`src/verilog/fpm_pkg.sv`:
```
// single precision only; subnormal operands are read as zero and results never go subnormal
`default_nettype none

package fpm_pkg;

  localparam int FRC_W    = 23;
  localparam int EXP_W    = 8;
  localparam int EXP_BIAS = 127;
  localparam int MANT_W   = FRC_W + 1;   // hidden bit included
  localparam int PP_COUNT = 9;           // radix-8 digits of a zero-extended 24-bit multiplier
  localparam int PP_W     = MANT_W + 3;  // 4x multiple plus sign
  localparam int PROD_W   = 2 * MANT_W;

  typedef logic [EXP_W+FRC_W:0] fp_word_t;
  typedef logic [EXP_W-1:0]     exp_t;
  typedef logic [FRC_W-1:0]     frc_t;
  typedef logic [MANT_W-1:0]    mant_t;
  typedef logic [PP_W-1:0]      pp_t;
  typedef logic [PROD_W-1:0]    prod_t;
  typedef logic [2:0]           rmode_t;

  localparam rmode_t RM_RNE = 3'd0;  // nearest, ties to even
  localparam rmode_t RM_RTZ = 3'd1;
  localparam rmode_t RM_RDN = 3'd2;  // toward -inf
  localparam rmode_t RM_RUP = 3'd3;  // toward +inf
  localparam rmode_t RM_RMM = 3'd4;  // nearest, ties away from zero

  localparam fp_word_t QNAN_WORD = 32'h7fc0_0000;

endpackage

`default_nettype wire

```
`src/verilog/fpm_operand_if.sv`:
```
// registered operands, split and classified; no handshake, values change every cycle
`timescale 1ns/1ps
`default_nettype none

interface fpm_operand_if;
  import fpm_pkg::*;

  logic   sign_z;   // xor of operand signs
  exp_t   exp_x;
  exp_t   exp_y;
  mant_t  mant_x;   // hidden bit always set
  mant_t  mant_y;
  rmode_t r_mode;
  logic   nan_in;   // nan operand or inf times zero
  logic   inf_in;
  logic   zer_in;

  modport producer (
    output sign_z, exp_x, exp_y, mant_x, mant_y, r_mode, nan_in, inf_in, zer_in
  );

  modport consumer (
    input sign_z, exp_x, exp_y, mant_x, mant_y, r_mode, nan_in, inf_in, zer_in
  );

endinterface

`default_nettype wire

```
`src/verilog/booth_recoder.sv`:
```
// radix-8 recoding of an unsigned multiplier; mult3 holds 3*mult without its lsb
`timescale 1ns/1ps
`default_nettype none

module booth_recoder (
  fpm_operand_if.consumer              ops,
  output fpm_pkg::mant_t               mult,
  output logic [fpm_pkg::MANT_W:0]     mult3,
  output logic [3:0]                   digit_sel [fpm_pkg::PP_COUNT],
  output logic [fpm_pkg::PP_COUNT-1:0] digit_neg
);
  import fpm_pkg::*;

  logic [3*PP_COUNT:0] mr_ext;  // multiplier with a zero below bit 0 and zeros on top

  assign mult = ops.mant_y;

  // 3y >> 1 equals y + (y >> 1); the dropped lsb is y[0]
  assign mult3 = {1'b0, ops.mant_y} + {2'b00, ops.mant_y[MANT_W-1:1]};

  assign mr_ext = {{(3*PP_COUNT-MANT_W){1'b0}}, ops.mant_x, 1'b0};

  always_comb begin
    logic [3:0] win;
    logic [2:0] t;
    logic [2:0] mag;
    for (int i = 0; i < PP_COUNT; i++) begin
      win = mr_ext[3*i +: 4];
      t   = win[2:0] ^ {3{win[3]}};  // complement gives |digit| for negative windows
      mag = {1'b0, t[2], 1'b0} + {2'b00, t[1]} + {2'b00, t[0]};
      case (mag)
        3'd1:    digit_sel[i] = 4'b0001;
        3'd2:    digit_sel[i] = 4'b0010;
        3'd3:    digit_sel[i] = 4'b0100;
        3'd4:    digit_sel[i] = 4'b1000;
        default: digit_sel[i] = 4'b0000;
      endcase
      digit_neg[i] = win[3];
    end
  end

endmodule

`default_nettype wire

```
`src/verilog/booth_selector.sv`:
```
// one partial product; a negative digit yields the ones' complement, +1 is added downstream
`timescale 1ns/1ps
`default_nettype none

module booth_selector (
  input  fpm_pkg::mant_t           mult,
  input  logic [fpm_pkg::MANT_W:0] mult3,
  input  logic [3:0]               sel,    // one-hot x1, x2, x3, x4
  input  logic                     neg,
  output fpm_pkg::pp_t             pp
);
  import fpm_pkg::*;

  pp_t m1, m2, m3, m4;
  pp_t mag;

  assign m1 = {3'b000, mult};
  assign m2 = {2'b00, mult, 1'b0};
  assign m3 = {1'b0, mult3, mult[0]};  // lsb restored
  assign m4 = {1'b0, mult, 2'b00};

  assign mag = ({PP_W{sel[0]}} & m1) | ({PP_W{sel[1]}} & m2) |
               ({PP_W{sel[2]}} & m3) | ({PP_W{sel[3]}} & m4);

  assign pp = mag ^ {PP_W{neg}};

endmodule

`default_nettype wire

```
`src/verilog/fpm_round_pack.sv`:
```
// second stage; tiny results flush to signed zero, codes 5 to 7 truncate like RTZ
`timescale 1ns/1ps
`default_nettype none

module fpm_round_pack (
  input  logic              clk,
  input  logic              rst_n,
  fpm_operand_if.consumer   ops,
  input  fpm_pkg::prod_t    prod,
  output fpm_pkg::fp_word_t fp_z,
  output logic              ovrf,
  output logic              udrf
);
  import fpm_pkg::*;

  prod_t            prod_n;
  mant_t            kept;
  logic             guard;
  logic             rest;
  logic             round_up;
  logic [MANT_W:0]  rounded;
  logic             carry;
  frc_t             frc_z;
  logic [EXP_W+1:0] exp_sum;
  exp_t             exp_z;
  logic             ovf, udf;
  fp_word_t         z_d;
  logic             ovrf_d, udrf_d;
  logic             primed;

  assign prod_n = prod[PROD_W-1] ? prod : prod << 1;  // product in [1,4)
  assign kept   = prod_n[PROD_W-1 -: MANT_W];
  assign guard  = prod_n[PROD_W-MANT_W-1];
  assign rest   = |prod_n[PROD_W-MANT_W-2:0];  // round and sticky together

  always_comb begin
    case (ops.r_mode)
      RM_RNE:  round_up = guard & (rest | kept[0]);
      RM_RTZ:  round_up = 1'b0;
      RM_RDN:  round_up = ops.sign_z & (guard | rest);
      RM_RUP:  round_up = ~ops.sign_z & (guard | rest);
      RM_RMM:  round_up = guard;
      default: round_up = 1'b0;
    endcase
  end

  assign rounded = {1'b0, kept} + {{MANT_W{1'b0}}, round_up};
  assign carry   = rounded[MANT_W];  // only all ones + 1, fraction stays zero
  assign frc_z   = carry ? rounded[MANT_W-1:1] : rounded[FRC_W-1:0];

  // biased sum, bias removed below
  assign exp_sum = {2'b00, ops.exp_x} + {2'b00, ops.exp_y}
                 + {{(EXP_W+1){1'b0}}, prod[PROD_W-1]} + {{(EXP_W+1){1'b0}}, carry};
  assign ovf   = exp_sum >= (EXP_W+2)'(EXP_BIAS + (2**EXP_W) - 1);
  assign udf   = exp_sum <= (EXP_W+2)'(EXP_BIAS);
  assign exp_z = exp_t'(exp_sum - (EXP_W+2)'(EXP_BIAS));

  always_comb begin
    if (ops.nan_in) begin
      z_d = QNAN_WORD;
    end else if (ops.inf_in | ovf) begin
      z_d = {ops.sign_z, {EXP_W{1'b1}}, {FRC_W{1'b0}}};
    end else if (ops.zer_in | udf) begin
      z_d = {ops.sign_z, {(EXP_W+FRC_W){1'b0}}};
    end else begin
      z_d = {ops.sign_z, exp_z, frc_z};
    end
  end

  assign ovrf_d = ~ops.nan_in & (ops.inf_in | ovf);
  assign udrf_d = ~ops.nan_in & (ops.zer_in | udf);

  // the cleared input register looks like a zero operand on the first edge out of reset
  always_ff @(posedge clk) begin
    if (!rst_n) begin
      primed <= 1'b0;
      fp_z   <= '0;
      ovrf   <= 1'b0;
      udrf   <= 1'b0;
    end else begin
      primed <= 1'b1;
      fp_z   <= z_d;
      ovrf   <= ovrf_d;
      udrf   <= primed & udrf_d;
    end
  end

endmodule

`default_nettype wire

```
`src/verilog/fpm_top.sv`:
```
// two-cycle latency, one operation per clock, no handshake or back-pressure
`timescale 1ns/1ps
`default_nettype none

module fpm_top (
  input  logic              clk,
  input  logic              rst_n,
  input  fpm_pkg::rmode_t   r_mode,
  input  fpm_pkg::fp_word_t fp_x,
  input  fpm_pkg::fp_word_t fp_y,
  output fpm_pkg::fp_word_t fp_z,
  output logic              ovrf,
  output logic              udrf
);
  import fpm_pkg::*;

  mant_t               mult;
  logic [MANT_W:0]     mult3;
  logic [3:0]          digit_sel [PP_COUNT];
  logic [PP_COUNT-1:0] digit_neg;
  pp_t                 pp [PP_COUNT];
  prod_t               prod;

  fpm_operand_if ops ();

  fpm_unpack unpack_i (
    .clk    (clk),
    .rst_n  (rst_n),
    .r_mode (r_mode),
    .fp_x   (fp_x),
    .fp_y   (fp_y),
    .ops    (ops)
  );

  booth_recoder recoder_i (
    .ops       (ops),
    .mult      (mult),
    .mult3     (mult3),
    .digit_sel (digit_sel),
    .digit_neg (digit_neg)
  );

  for (genvar i = 0; i < PP_COUNT; i++) begin : g_pp
    booth_selector sel_i (
      .mult  (mult),
      .mult3 (mult3),
      .sel   (digit_sel[i]),
      .neg   (digit_neg[i]),
      .pp    (pp[i])
    );
  end

  pp_accumulate acc_i (
    .pp   (pp),
    .neg  (digit_neg),
    .prod (prod)
  );

  fpm_round_pack round_i (
    .clk   (clk),
    .rst_n (rst_n),
    .ops   (ops),
    .prod  (prod),
    .fp_z  (fp_z),
    .ovrf  (ovrf),
    .udrf  (udrf)
  );

endmodule

`default_nettype wire

```
`src/verilog/fpm_unpack.sv`:
```
// first pipeline stage; an exponent field of zero is classified as zero whatever the fraction
`timescale 1ns/1ps
`default_nettype none

module fpm_unpack (
  input  logic              clk,
  input  logic              rst_n,
  input  fpm_pkg::rmode_t   r_mode,
  input  fpm_pkg::fp_word_t fp_x,
  input  fpm_pkg::fp_word_t fp_y,
  fpm_operand_if.producer   ops
);
  import fpm_pkg::*;

  fp_word_t x_q;
  fp_word_t y_q;
  rmode_t   mode_q;
  exp_t     ex;
  exp_t     ey;
  frc_t     fx;
  frc_t     fy;
  logic     inf_x, inf_y, zer_x, zer_y;

  always_ff @(posedge clk) begin
    if (!rst_n) begin
      x_q    <= '0;
      y_q    <= '0;
      mode_q <= RM_RNE;
    end else begin
      x_q    <= fp_x;
      y_q    <= fp_y;
      mode_q <= r_mode;
    end
  end

  assign ex = x_q[FRC_W +: EXP_W];
  assign ey = y_q[FRC_W +: EXP_W];
  assign fx = x_q[FRC_W-1:0];
  assign fy = y_q[FRC_W-1:0];

  assign zer_x = ~|ex;  // subnormals fold in here
  assign zer_y = ~|ey;
  assign inf_x = &ex & ~|fx;
  assign inf_y = &ey & ~|fy;

  assign ops.sign_z = x_q[EXP_W+FRC_W] ^ y_q[EXP_W+FRC_W];
  assign ops.exp_x  = ex;
  assign ops.exp_y  = ey;
  assign ops.mant_x = {1'b1, fx};
  assign ops.mant_y = {1'b1, fy};
  assign ops.r_mode = mode_q;
  // all-ones exponent with fraction, or inf times zero
  assign ops.nan_in = (&ex & |fx) | (&ey & |fy) | (inf_x & zer_y) | (inf_y & zer_x);
  assign ops.inf_in = inf_x | inf_y;
  assign ops.zer_in = zer_x | zer_y;

endmodule

`default_nettype wire

```
`src/verilog/pp_accumulate.sv`:
```
// sums the nine Booth rows modulo 2^48; exact because the mantissa product is unsigned
`timescale 1ns/1ps
`default_nettype none

module pp_accumulate (
  input  fpm_pkg::pp_t                 pp [fpm_pkg::PP_COUNT],
  input  logic [fpm_pkg::PP_COUNT-1:0] neg,
  output fpm_pkg::prod_t               prod
);
  import fpm_pkg::*;

  always_comb begin
    prod_t acc;
    prod_t row;
    acc = '0;
    for (int i = 0; i < PP_COUNT; i++) begin
      row = {{(PROD_W-PP_W){pp[i][PP_W-1]}}, pp[i]};  // sign extend
      // neg bit completes the two's complement at the row weight
      acc = acc + (row << (3*i)) + (prod_t'(neg[i]) << (3*i));
    end
    prod = acc;
  end

endmodule

`default_nettype wire
```
`config.mk`:
```
export PLATFORM = sky130hd
export DESIGN_NAME = fpm_top
export DESIGN_NICKNAME = d
export VERILOG_FILES = /design/src/verilog/fpm_pkg.sv /design/src/verilog/fpm_operand_if.sv /design/src/verilog/booth_recoder.sv /design/src/verilog/booth_selector.sv /design/src/verilog/fpm_round_pack.sv /design/src/verilog/fpm_top.sv /design/src/verilog/fpm_unpack.sv /design/src/verilog/pp_accumulate.sv
export SDC_FILE = /design/constraint.sdc
export NUM_CORES = 1
export LEC_CHECK = 0
export ABC_CLOCK_PERIOD_IN_PS = 45500
export BUFFER_PORTS_ARGS = -buffer_cell sky130_fd_sc_hd__buf_2
export CELL_PAD_IN_SITES_DETAIL_PLACEMENT = 1
export CELL_PAD_IN_SITES_GLOBAL_PLACEMENT = 1
export CORE_MARGIN = 8
export CORE_UTILIZATION = 34
export DETAILED_ROUTE_END_ITERATION = 6
export MAX_ROUTING_LAYER = met4
export PLACE_DENSITY_LB_ADDON = 0.1
export SYNTH_ARGS = -nofsm -noshare
export SYNTH_HDL_FRONTEND = slang
export SYNTH_SLANG_ARGS = --single-unit
```
`constraint.sdc`:
```
create_clock -name clk -period 45.5 [get_ports clk]
set_input_delay 4.55 -clock clk [delete_from_list [all_inputs] [get_ports clk]]
set_output_delay 4.55 -clock clk [all_outputs]
set_load 0.03 [all_outputs]
```
; ---- Yosys cells after proc, flatten, opt, wreduce, memory -nomap -nowiden
; Index checks and enable logic that the tools add are counted.
[word_totals]
out_inout_bits = 34
in_bits = 69
word_cells = 210
register_bits = 102
[op_classes]
order_cmp = 2
reduce_logical = 14
mux = 15
add_sub_neg = 38
bitwise = 97
n_eq_ne = 35
[ops]
columns = operator, n
row1 = $or A27 B27 Y27, 24
row2 = $and A27 B26 Y27, 16
row3 = $add A48 B48 Y48, 8
row4 = $and A27 B24 Y27, 8
row5 = $and A27 B25 Y27, 8
row6 = $xor A27 B27 Y27, 7
row7 = $pmux W4 S4, 8
row8 = $mux W31, 3
row9 = $reduce_or A23 Y1, 3
row10 = $eq A3 B2 Y1 const B, 18
row11 = $add A48 B10 Y48, 1
row12 = $add A48 B13 Y48, 1
row13 = $add A48 B16 Y48, 1
row14 = $add A48 B19 Y48, 1
row15 = $add A48 B22 Y48 const B, 1
row16 = $add A48 B4 Y48, 1
row17 = $add A48 B7 Y48, 1
row18 = $mux W48, 1
row19 = $add A27 B2 Y28, 1
row20 = $eq A3 B3 Y1 const B, 9
row21 = $not A27 Y27, 1
row22 = $add A24 B1 Y25, 1
row23 = $add A24 B23 Y25, 1
row24 = $add A2 B1 Y3, 8
row25 = other kinds (22), 69

; ---- Logic depth before layout (Yosys ltp)
[depth]
depth_word = 38
depth_mapped = 67

; ---- Hierarchy
; Synthesis repeated with hierarchy kept, for this count alone.
[unflattened]
hier_cells = 2569
area_unflattened_um2 = 24158.2
[modules_own_cells]
columns = mod, area_each_um2, cells_each, n_inst
row1 = pp_accumulate, 8568.2, 894, 1
row2 = booth_selector, 873.3, 87, 9
row3 = fpm_round_pack, 2969.1, 345, 1
row4 = fpm_unpack, 2502.4, 240, 1
row5 = booth_recoder, 2258.4, 307, 1

; ---- Worst setup path before layout
; OpenSTA, ideal clock, no wires.
[synth_path]
path_kind = register to register
start = register unpack_i.x_q[2]
end = register round_i.fp_z[13]
stages_incl_launch_ff = 61
t_arrival_ns = 14.994
synth_period_minus_slack_ns = 15.072
slack_ns = 30.428
setup_time_ns = 0.078
required_ns = 45.422
path_cell_list = dfxtp_1 buf_4 buf_1 buf_1 clkbuf_1 xor2_1 ha_1 clkbuf_1 mux2i_1 o2bb2ai_1 a22oi_1 and4_1 o2111ai_1 and4bb_1 nand4bb_4 or2_2 xnor2_1 fa_1 (+25 left out) nand4_1 nand4bb_1 or2_0 buf_2 or4b_2 a21oi_1 fa_1 ha_1 and4_1 nand2_1 xor2_1 o32ai_1 nand2_1 nand4_1 nor3_1 nand2_4 buf_6 nor3_1
[synth_via]
elab_chain_len = 36
word_cells_on_any_way = 73
cone_classes = add/sub: 22 / order compare: 2 / eq/ne: 8 / mux: 5 / bitwise: 32 / reduce/logical: 4
[synth_rtl]
columns = element, line_no
row1 = from (decl), fpm_unpack.sv:15  ; fp_word_t x_q;
row2 = from (signal assigned), fpm_unpack.sv:30  ; x_q <= fp_x;
row3 = $xor A3 B3 Y3, booth_recoder.sv:29  ; t = win[2:0] ^ {3{win[3]}};
row4 = $add A2 B1 Y3, booth_recoder.sv:30  ; mag = {1'b0, t[2], 1'b0} + {2'b00, t[1]} + {2'b00, t[0]};
row5 = $add A3 B1 Y3, booth_recoder.sv:30
row6 = "$eq A3 B3 Y1, or another cell as far along", booth_recoder.sv:31  ; case (mag)
row7 = $pmux W4 S4, booth_recoder.sv:31
row8 = $and A27 B24 Y27 / $and A27 B25 Y27 (equally long branches), booth_selector.sv:22  ; assign mag = ({PP_W{sel[0]}} & m1) | ({PP_W{sel[1]}} & m2) |
row9 = $or A27 B27 Y27 (2 in a row), booth_selector.sv:22
row10 = $or A27 B27 Y27, booth_selector.sv:23  ; ({PP_W{sel[2]}} & m3) | ({PP_W{sel[3]}} & m4);
row11 = (+19 left out), n/a
row12 = "$or A1 B1 Y1, on equally long branches", "fpm_round_pack.sv:40, fpm_round_pack.sv:41, fpm_round_pack.sv:38"
row13 = "$and A1 B1 Y1, on equally long branches", "fpm_round_pack.sv:41, fpm_round_pack.sv:38, fpm_round_pack.sv:40"
row14 = $pmux W1 S4, fpm_round_pack.sv:37  ; case (ops.r_mode)
row15 = $add A24 B1 Y25, fpm_round_pack.sv:47  ; assign rounded = {1'b0, kept} + {{MANT_W{1'b0}}, round_up};
row16 = $add A10 B1 Y10, fpm_round_pack.sv:53  ; + {{(EXP_W+1){1'b0}}, prod[PROD_W-1]} + {{(EXP_W+1){1'b0}}, carry};
row17 = $le A10 B7 Y1 / $ge A10 B9 Y1 (equally long branches), "fpm_round_pack.sv:55, fpm_round_pack.sv:54"
row18 = "$or A1 B1 Y1, on equally long branches", "fpm_round_pack.sv:63, fpm_round_pack.sv:61"
row19 = $reduce_or A4 Y1 (no line), n/a
row20 = to (signal assigned), fpm_round_pack.sv:82  ; fp_z <= z_d;
row21 = to (decl), fpm_round_pack.sv:10  ; output fpm_pkg::fp_word_t fp_z,
; Several ways; a longest one is shown, not always the timed one.
; A chain may end at the register's enable or synchronous reset.

; ---- Worst setup path after layout
[layout_path]
start = register unpack_i.y_q[1]
end = register round_i.fp_z[4]
[layout_via]
elab_chain_len = 31
word_cells_on_any_way = 107
cone_classes = add/sub: 20 / order compare: 2 / mux: 3 / bitwise: 78 / reduce/logical: 4
[layout_rtl]
columns = element, line_no
row1 = from (decl), fpm_unpack.sv:16  ; fp_word_t y_q;
row2 = from (signal assigned), fpm_unpack.sv:31  ; y_q <= fp_y;
row3 = "$add A24 B23 Y25, or another cell as far along", booth_recoder.sv:19  ; assign mult3 = {1'b0, ops.mant_y} + {2'b00, ops.mant_y[MANT_W-1:1]};
row4 = $and A27 B26 Y27 / $or A27 B27 Y27 (equally long branches), "booth_selector.sv:23, booth_selector.sv:22"
row5 = $or A27 B27 Y27, booth_selector.sv:22
row6 = $or A27 B27 Y27, booth_selector.sv:23
row7 = $xor A27 B27 Y27, booth_selector.sv:25  ; assign pp = mag ^ {PP_W{neg}};
row8 = $add A27 B2 Y28, pp_accumulate.sv:19  ; acc = acc + (row << (3*i)) + (prod_t'(neg[i]) << (3*i));
row9 = $add A48 B48 Y48, pp_accumulate.sv:19
row10 = $add A48 B4 Y48, pp_accumulate.sv:19
row11 = (+15 left out), n/a
row12 = "$or A1 B1 Y1, on equally long branches", "fpm_round_pack.sv:40, fpm_round_pack.sv:41, fpm_round_pack.sv:38"
row13 = "$and A1 B1 Y1, on equally long branches", "fpm_round_pack.sv:41, fpm_round_pack.sv:38, fpm_round_pack.sv:40"
row14 = $pmux W1 S4, fpm_round_pack.sv:37
row15 = $add A24 B1 Y25, fpm_round_pack.sv:47
row16 = $add A10 B1 Y10, fpm_round_pack.sv:53
row17 = $le A10 B7 Y1 / $ge A10 B9 Y1 (equally long branches), "fpm_round_pack.sv:55, fpm_round_pack.sv:54"
row18 = "$or A1 B1 Y1, on equally long branches", "fpm_round_pack.sv:63, fpm_round_pack.sv:61"
row19 = $reduce_or A4 Y1 (no line), n/a
; Several ways; a longest one is shown, not always the timed one.

==> run summary <==
- **max-slew violation total from the final report** 6
- **HPWL Detailed** 78,660 µm
- **routed via count** 22,620
- **Avg Inst Size Synth** 8.041 µm²
- **gp weighted congestion** 0.9871
- **number of placement rows** 95
- **number of buffers added to fix hold violations after cts** 0
- **slowest stage cell, crit path** dfxtp_1
- **hold path startpoint** round_i.primed
- **initial core utilization** 34.24%
- **chip height** 275.8 µm
- **count of state elements after synthesis** 102
- **clock transition at the registers of the reported paths** 90 ps
- **cell types with the largest area share after synthesis** fa_1 (20%), dfxtp_1 (8.9%), xnor2_1 (8.4%)
- **unrepaired setup endpoints after global routing** false
- **FMAX** 57.54 MHz
- **required time at the endpoint of the critical path** 45,840 ps
- **min Tclk post-route** 17,380 ps
- **master cell of the clock root buffer** clkbuf_16
- **worst reg2reg path endpoint** round_i.fp_z[4]
- **net count after synthesis** 3,294
- **maximum single-stage delay on the critical path** 950 ps
- **accumulated negative setup slack** 0 ps
- **DR vias/cell** 6.119
- **overall track demand over capacity in global routing** 27.90%
- **worst reg-to-reg setup slack** 28,120 ps
- **Least-Margin Pin Slew** 1510 ps
- **final worst clock skew** 17.01 ps
- **Final Hold Viols** 0
- **top flip-flop cell by instance count after synthesis** dfxtp_1
- **detailed-route wire length** 104,000 µm
- **Final period util** 38.19%
- **worst reg2reg path startpoint** unpack_i.y_q[1]
- **Detailed Routing Iterations Pass 1** 7
- **Die ar.** 76,090 µm²
- **drt drc** 10
- **post-synthesis cell type with the largest combined area** fa_1
- **area inside the core boundary** 67,040 µm²
- **number of filler instances in the final layout** 8,060
- **layout cells sized above 1** 10.74%
- **top fanout value on the critical path** 29
- **Post-synth EDFFs** 0
- **pin count of the biggest net entering global routing** 74
- **type of destination of the critical path** register
- **Hold Path End** round_i.udrf
- **CTS tree** done
- **number of antenna violations at the first check in global routing** 2
- **worst slew slack as a fraction of its limit** -1.272%
- **I/O pins** 103
- **vias in the first global route** 23,360
- **total congestion overflow after global routing** 0
- **count of buffers from port buffering** 102
- **number of sinks handled by clock tree synthesis** 102
- **post-layout net count** 3,256
- **class of the tightest hold or removal check** register to register
- **Chip Width** 275.8 µm
- **routed wire length per instance** 28.13 µm
- **count of cells along the worst hold path** 1
- **sequential area share after synthesis** 8.895%
- **Post-CTS Setup Repair Bufs** 0
- **Worst Reg-to-Reg Cells** 55
- **cts repair resizes** 0
- **Mapped Cells** 2,855
- **cell type with the highest occurrence count on the critical path** fa_1
- **total of endpoints with negative setup slack in the final report** 0
- **startpoint type of the worst setup path** register
- **number of H-tree levels** 3
- **CTS buffer count** 9
- **clk buf depth** 2
- **synthesis warning total** 0
- **fraction of registers with async set or reset after synthesis** 0%
- **violated checks** DRC, capacitance limit, slew limit
- **Cell Area, Synth** 22,960 µm²
- **first-pass GRT wire length** 155,200 µm
- **insertion delay to the later sink of the worst-skew pair** 400 ps
- **worst setup path class** register to register
- **result of the run** finished, violations left
- **Post-DRT Antenna Nets** 0
- **share of the synthesized area in the top cell type** 19.53%
- **number of distinct standard cells referenced by the synthesized netlist** 111
- **signal arrival time at the worst endpoint** 17,720 ps
- **total of max-cap violations** 1
- **number of DRC violations after detailed-routing iteration 0** 2,237
- **post-synthesis to final-layout area growth** 7.396%
==> stage by stage <==
stage / cells / instance area, µm² / setup WS, ps / hold slack, ps / utilization (%)
final: 3697 / 24650 / 28120 / 453.5 / 36.77
after global routing: 3697 / 24650 / 27080 / 496.4 / 36.77
after CTS: 3695 / 24650 / 28350 / 459.5 / 36.77
after detailed placement: 3679 / 24340 / 28410 / 438.5 / 36.30
after global placement: 3679 / 24330 / 29120 / 441.5 / 36.29
after floorplan: 2855 / 22960 / 30430 / 429.0 / -
==> sequential cells by signal, summed over array words and instances (netlist names) <==
register / flops
unpack_i.y_q: 32
round_i.ovrf: 1
unpack_i.x_q: 32
round_i.primed: 1
unpack_i.ops.r_mode: 3
round_i.udrf: 1
round_i.fp_z: 32
==> how the worst max path moves through the flow <==
| stage | from | end | slack (ps) |
|---|---|---|---|
| after global routing | unpack_i.y_q[1] | round_i.fp_z[10] | 27080 |
| after detailed placement | unpack_i.y_q[1] | round_i.fp_z[10] | 28410 |
| after global placement | unpack_i.x_q[2] | round_i.fp_z[4] | 29120 |
| after floorplan | unpack_i.x_q[2] | round_i.fp_z[13] | 30430 |
| after CTS | unpack_i.y_q[1] | round_i.fp_z[10] | 28350 |
| final | unpack_i.y_q[1] | round_i.fp_z[4] | 28120 |
==> Yosys cell counts (all sizes together) (8+ instances only) <==
cell type	number
inv	292
a31oi	16
nor3b	11
nand3	50
o2111ai	10
a21o	35
xor2	81
a221oi	88
dfxtp	102
o211ai	23
nor4	16
and4	8
and3	18
a21boi	10
nor2b	24
a221o	25
fa	224
o21bai	12
and2	97
o21ai	110
a22o	45
buf	35
nor3	35
nand2	164
nand4	27
mux2	10
a211oi	31
ha	146
a21oi	154
clkbuf	194
a222oi	39
xnor2	220
mux2i	24
or2	10
nand2b	19
or3	17
a22oi	121
nor2	216
==> routing by layer <==
| layer | global-route usage (%) | up-vias | wire, µm |
|---|---|---|---|
| met2 | 41.71 | 1026 | 45510 |
| met3 | 5.266 | 163 | 8340 |
| met5 | - | - | 0 |
| li1 | - | 9935 | - |
| met4 | 9.676 | 0 | 3526 |
| met1 | 37.53 | 11500 | 46640 |
==> cells in the final DEF (no fill, tap or decap), drive strengths merged, types with 27 or more instances in the layout <==
cell / synthesis / routed
a211oi: 31 / 31
a21o: 35 / 35
a21oi: 154 / 154
a221oi: 88 / 88
a222oi: 39 / 39
a22o: 45 / 45
a22oi: 121 / 121
and2: 97 / 97
buf: 35 / 180
dfxtp: 102 / 102
fa: 224 / 224
ha: 146 / 146
inv: 292 / 294
nand2: 164 / 164
nand3: 50 / 50
nand4: 27 / 27
nor2: 216 / 216
nor3: 35 / 35
o21ai: 110 / 110
xnor2: 220 / 220
xor2: 81 / 81
==> cell type report <==
cell class,count,area [µm²],area share (%)
Timing Repair Buffer,180,1096,4.446
Inverter,294,1104,4.476
Multi-Input combinational cell,2230,19000,77.07
Sequential cell,102,2046,8.298
Antenna cell,2,5.005,0.02030
Clock inverter,7,86.33,0.3502
Clock buffer,9,225.2,0.9135
Tap cell,873,1092,4.431
==> logic make-up (layout without fill, tap and decap cells) <==
group | after synthesis | after routing | share of synthesized area, %
buf+inv | 523 | 490 | 8.830
xor+xnor | 302 | 302 | 11.65
flops | 102 | 102 | 8.895
simple gates | 741 | 741 | 16.42
compound gates | 783 | 783 | 25.16
other cells | 0 | 2 | 0
mux | 34 | 34 | 1.553
fa+ha+maj | 370 | 370 | 27.49
==> critical path: cells and delay by family, from the launching register on <==
kind | cells | cell delay, ps
AND/OR/NAND/NOR | 18 | 5140
multiplexers | 1 | 170
AO/OA/AOI/OAI | 17 | 4480
XOR/XNOR | 4 | 1700
buffers and inverters | 5 | 800
adder cells (fa/ha/maj) | 10 | 4060
flip-flops | 1 | 950
Power is left out: the tool's default activity adds up to more than one toggle a clock period on the data nets, which glitch-free logic cannot reach.
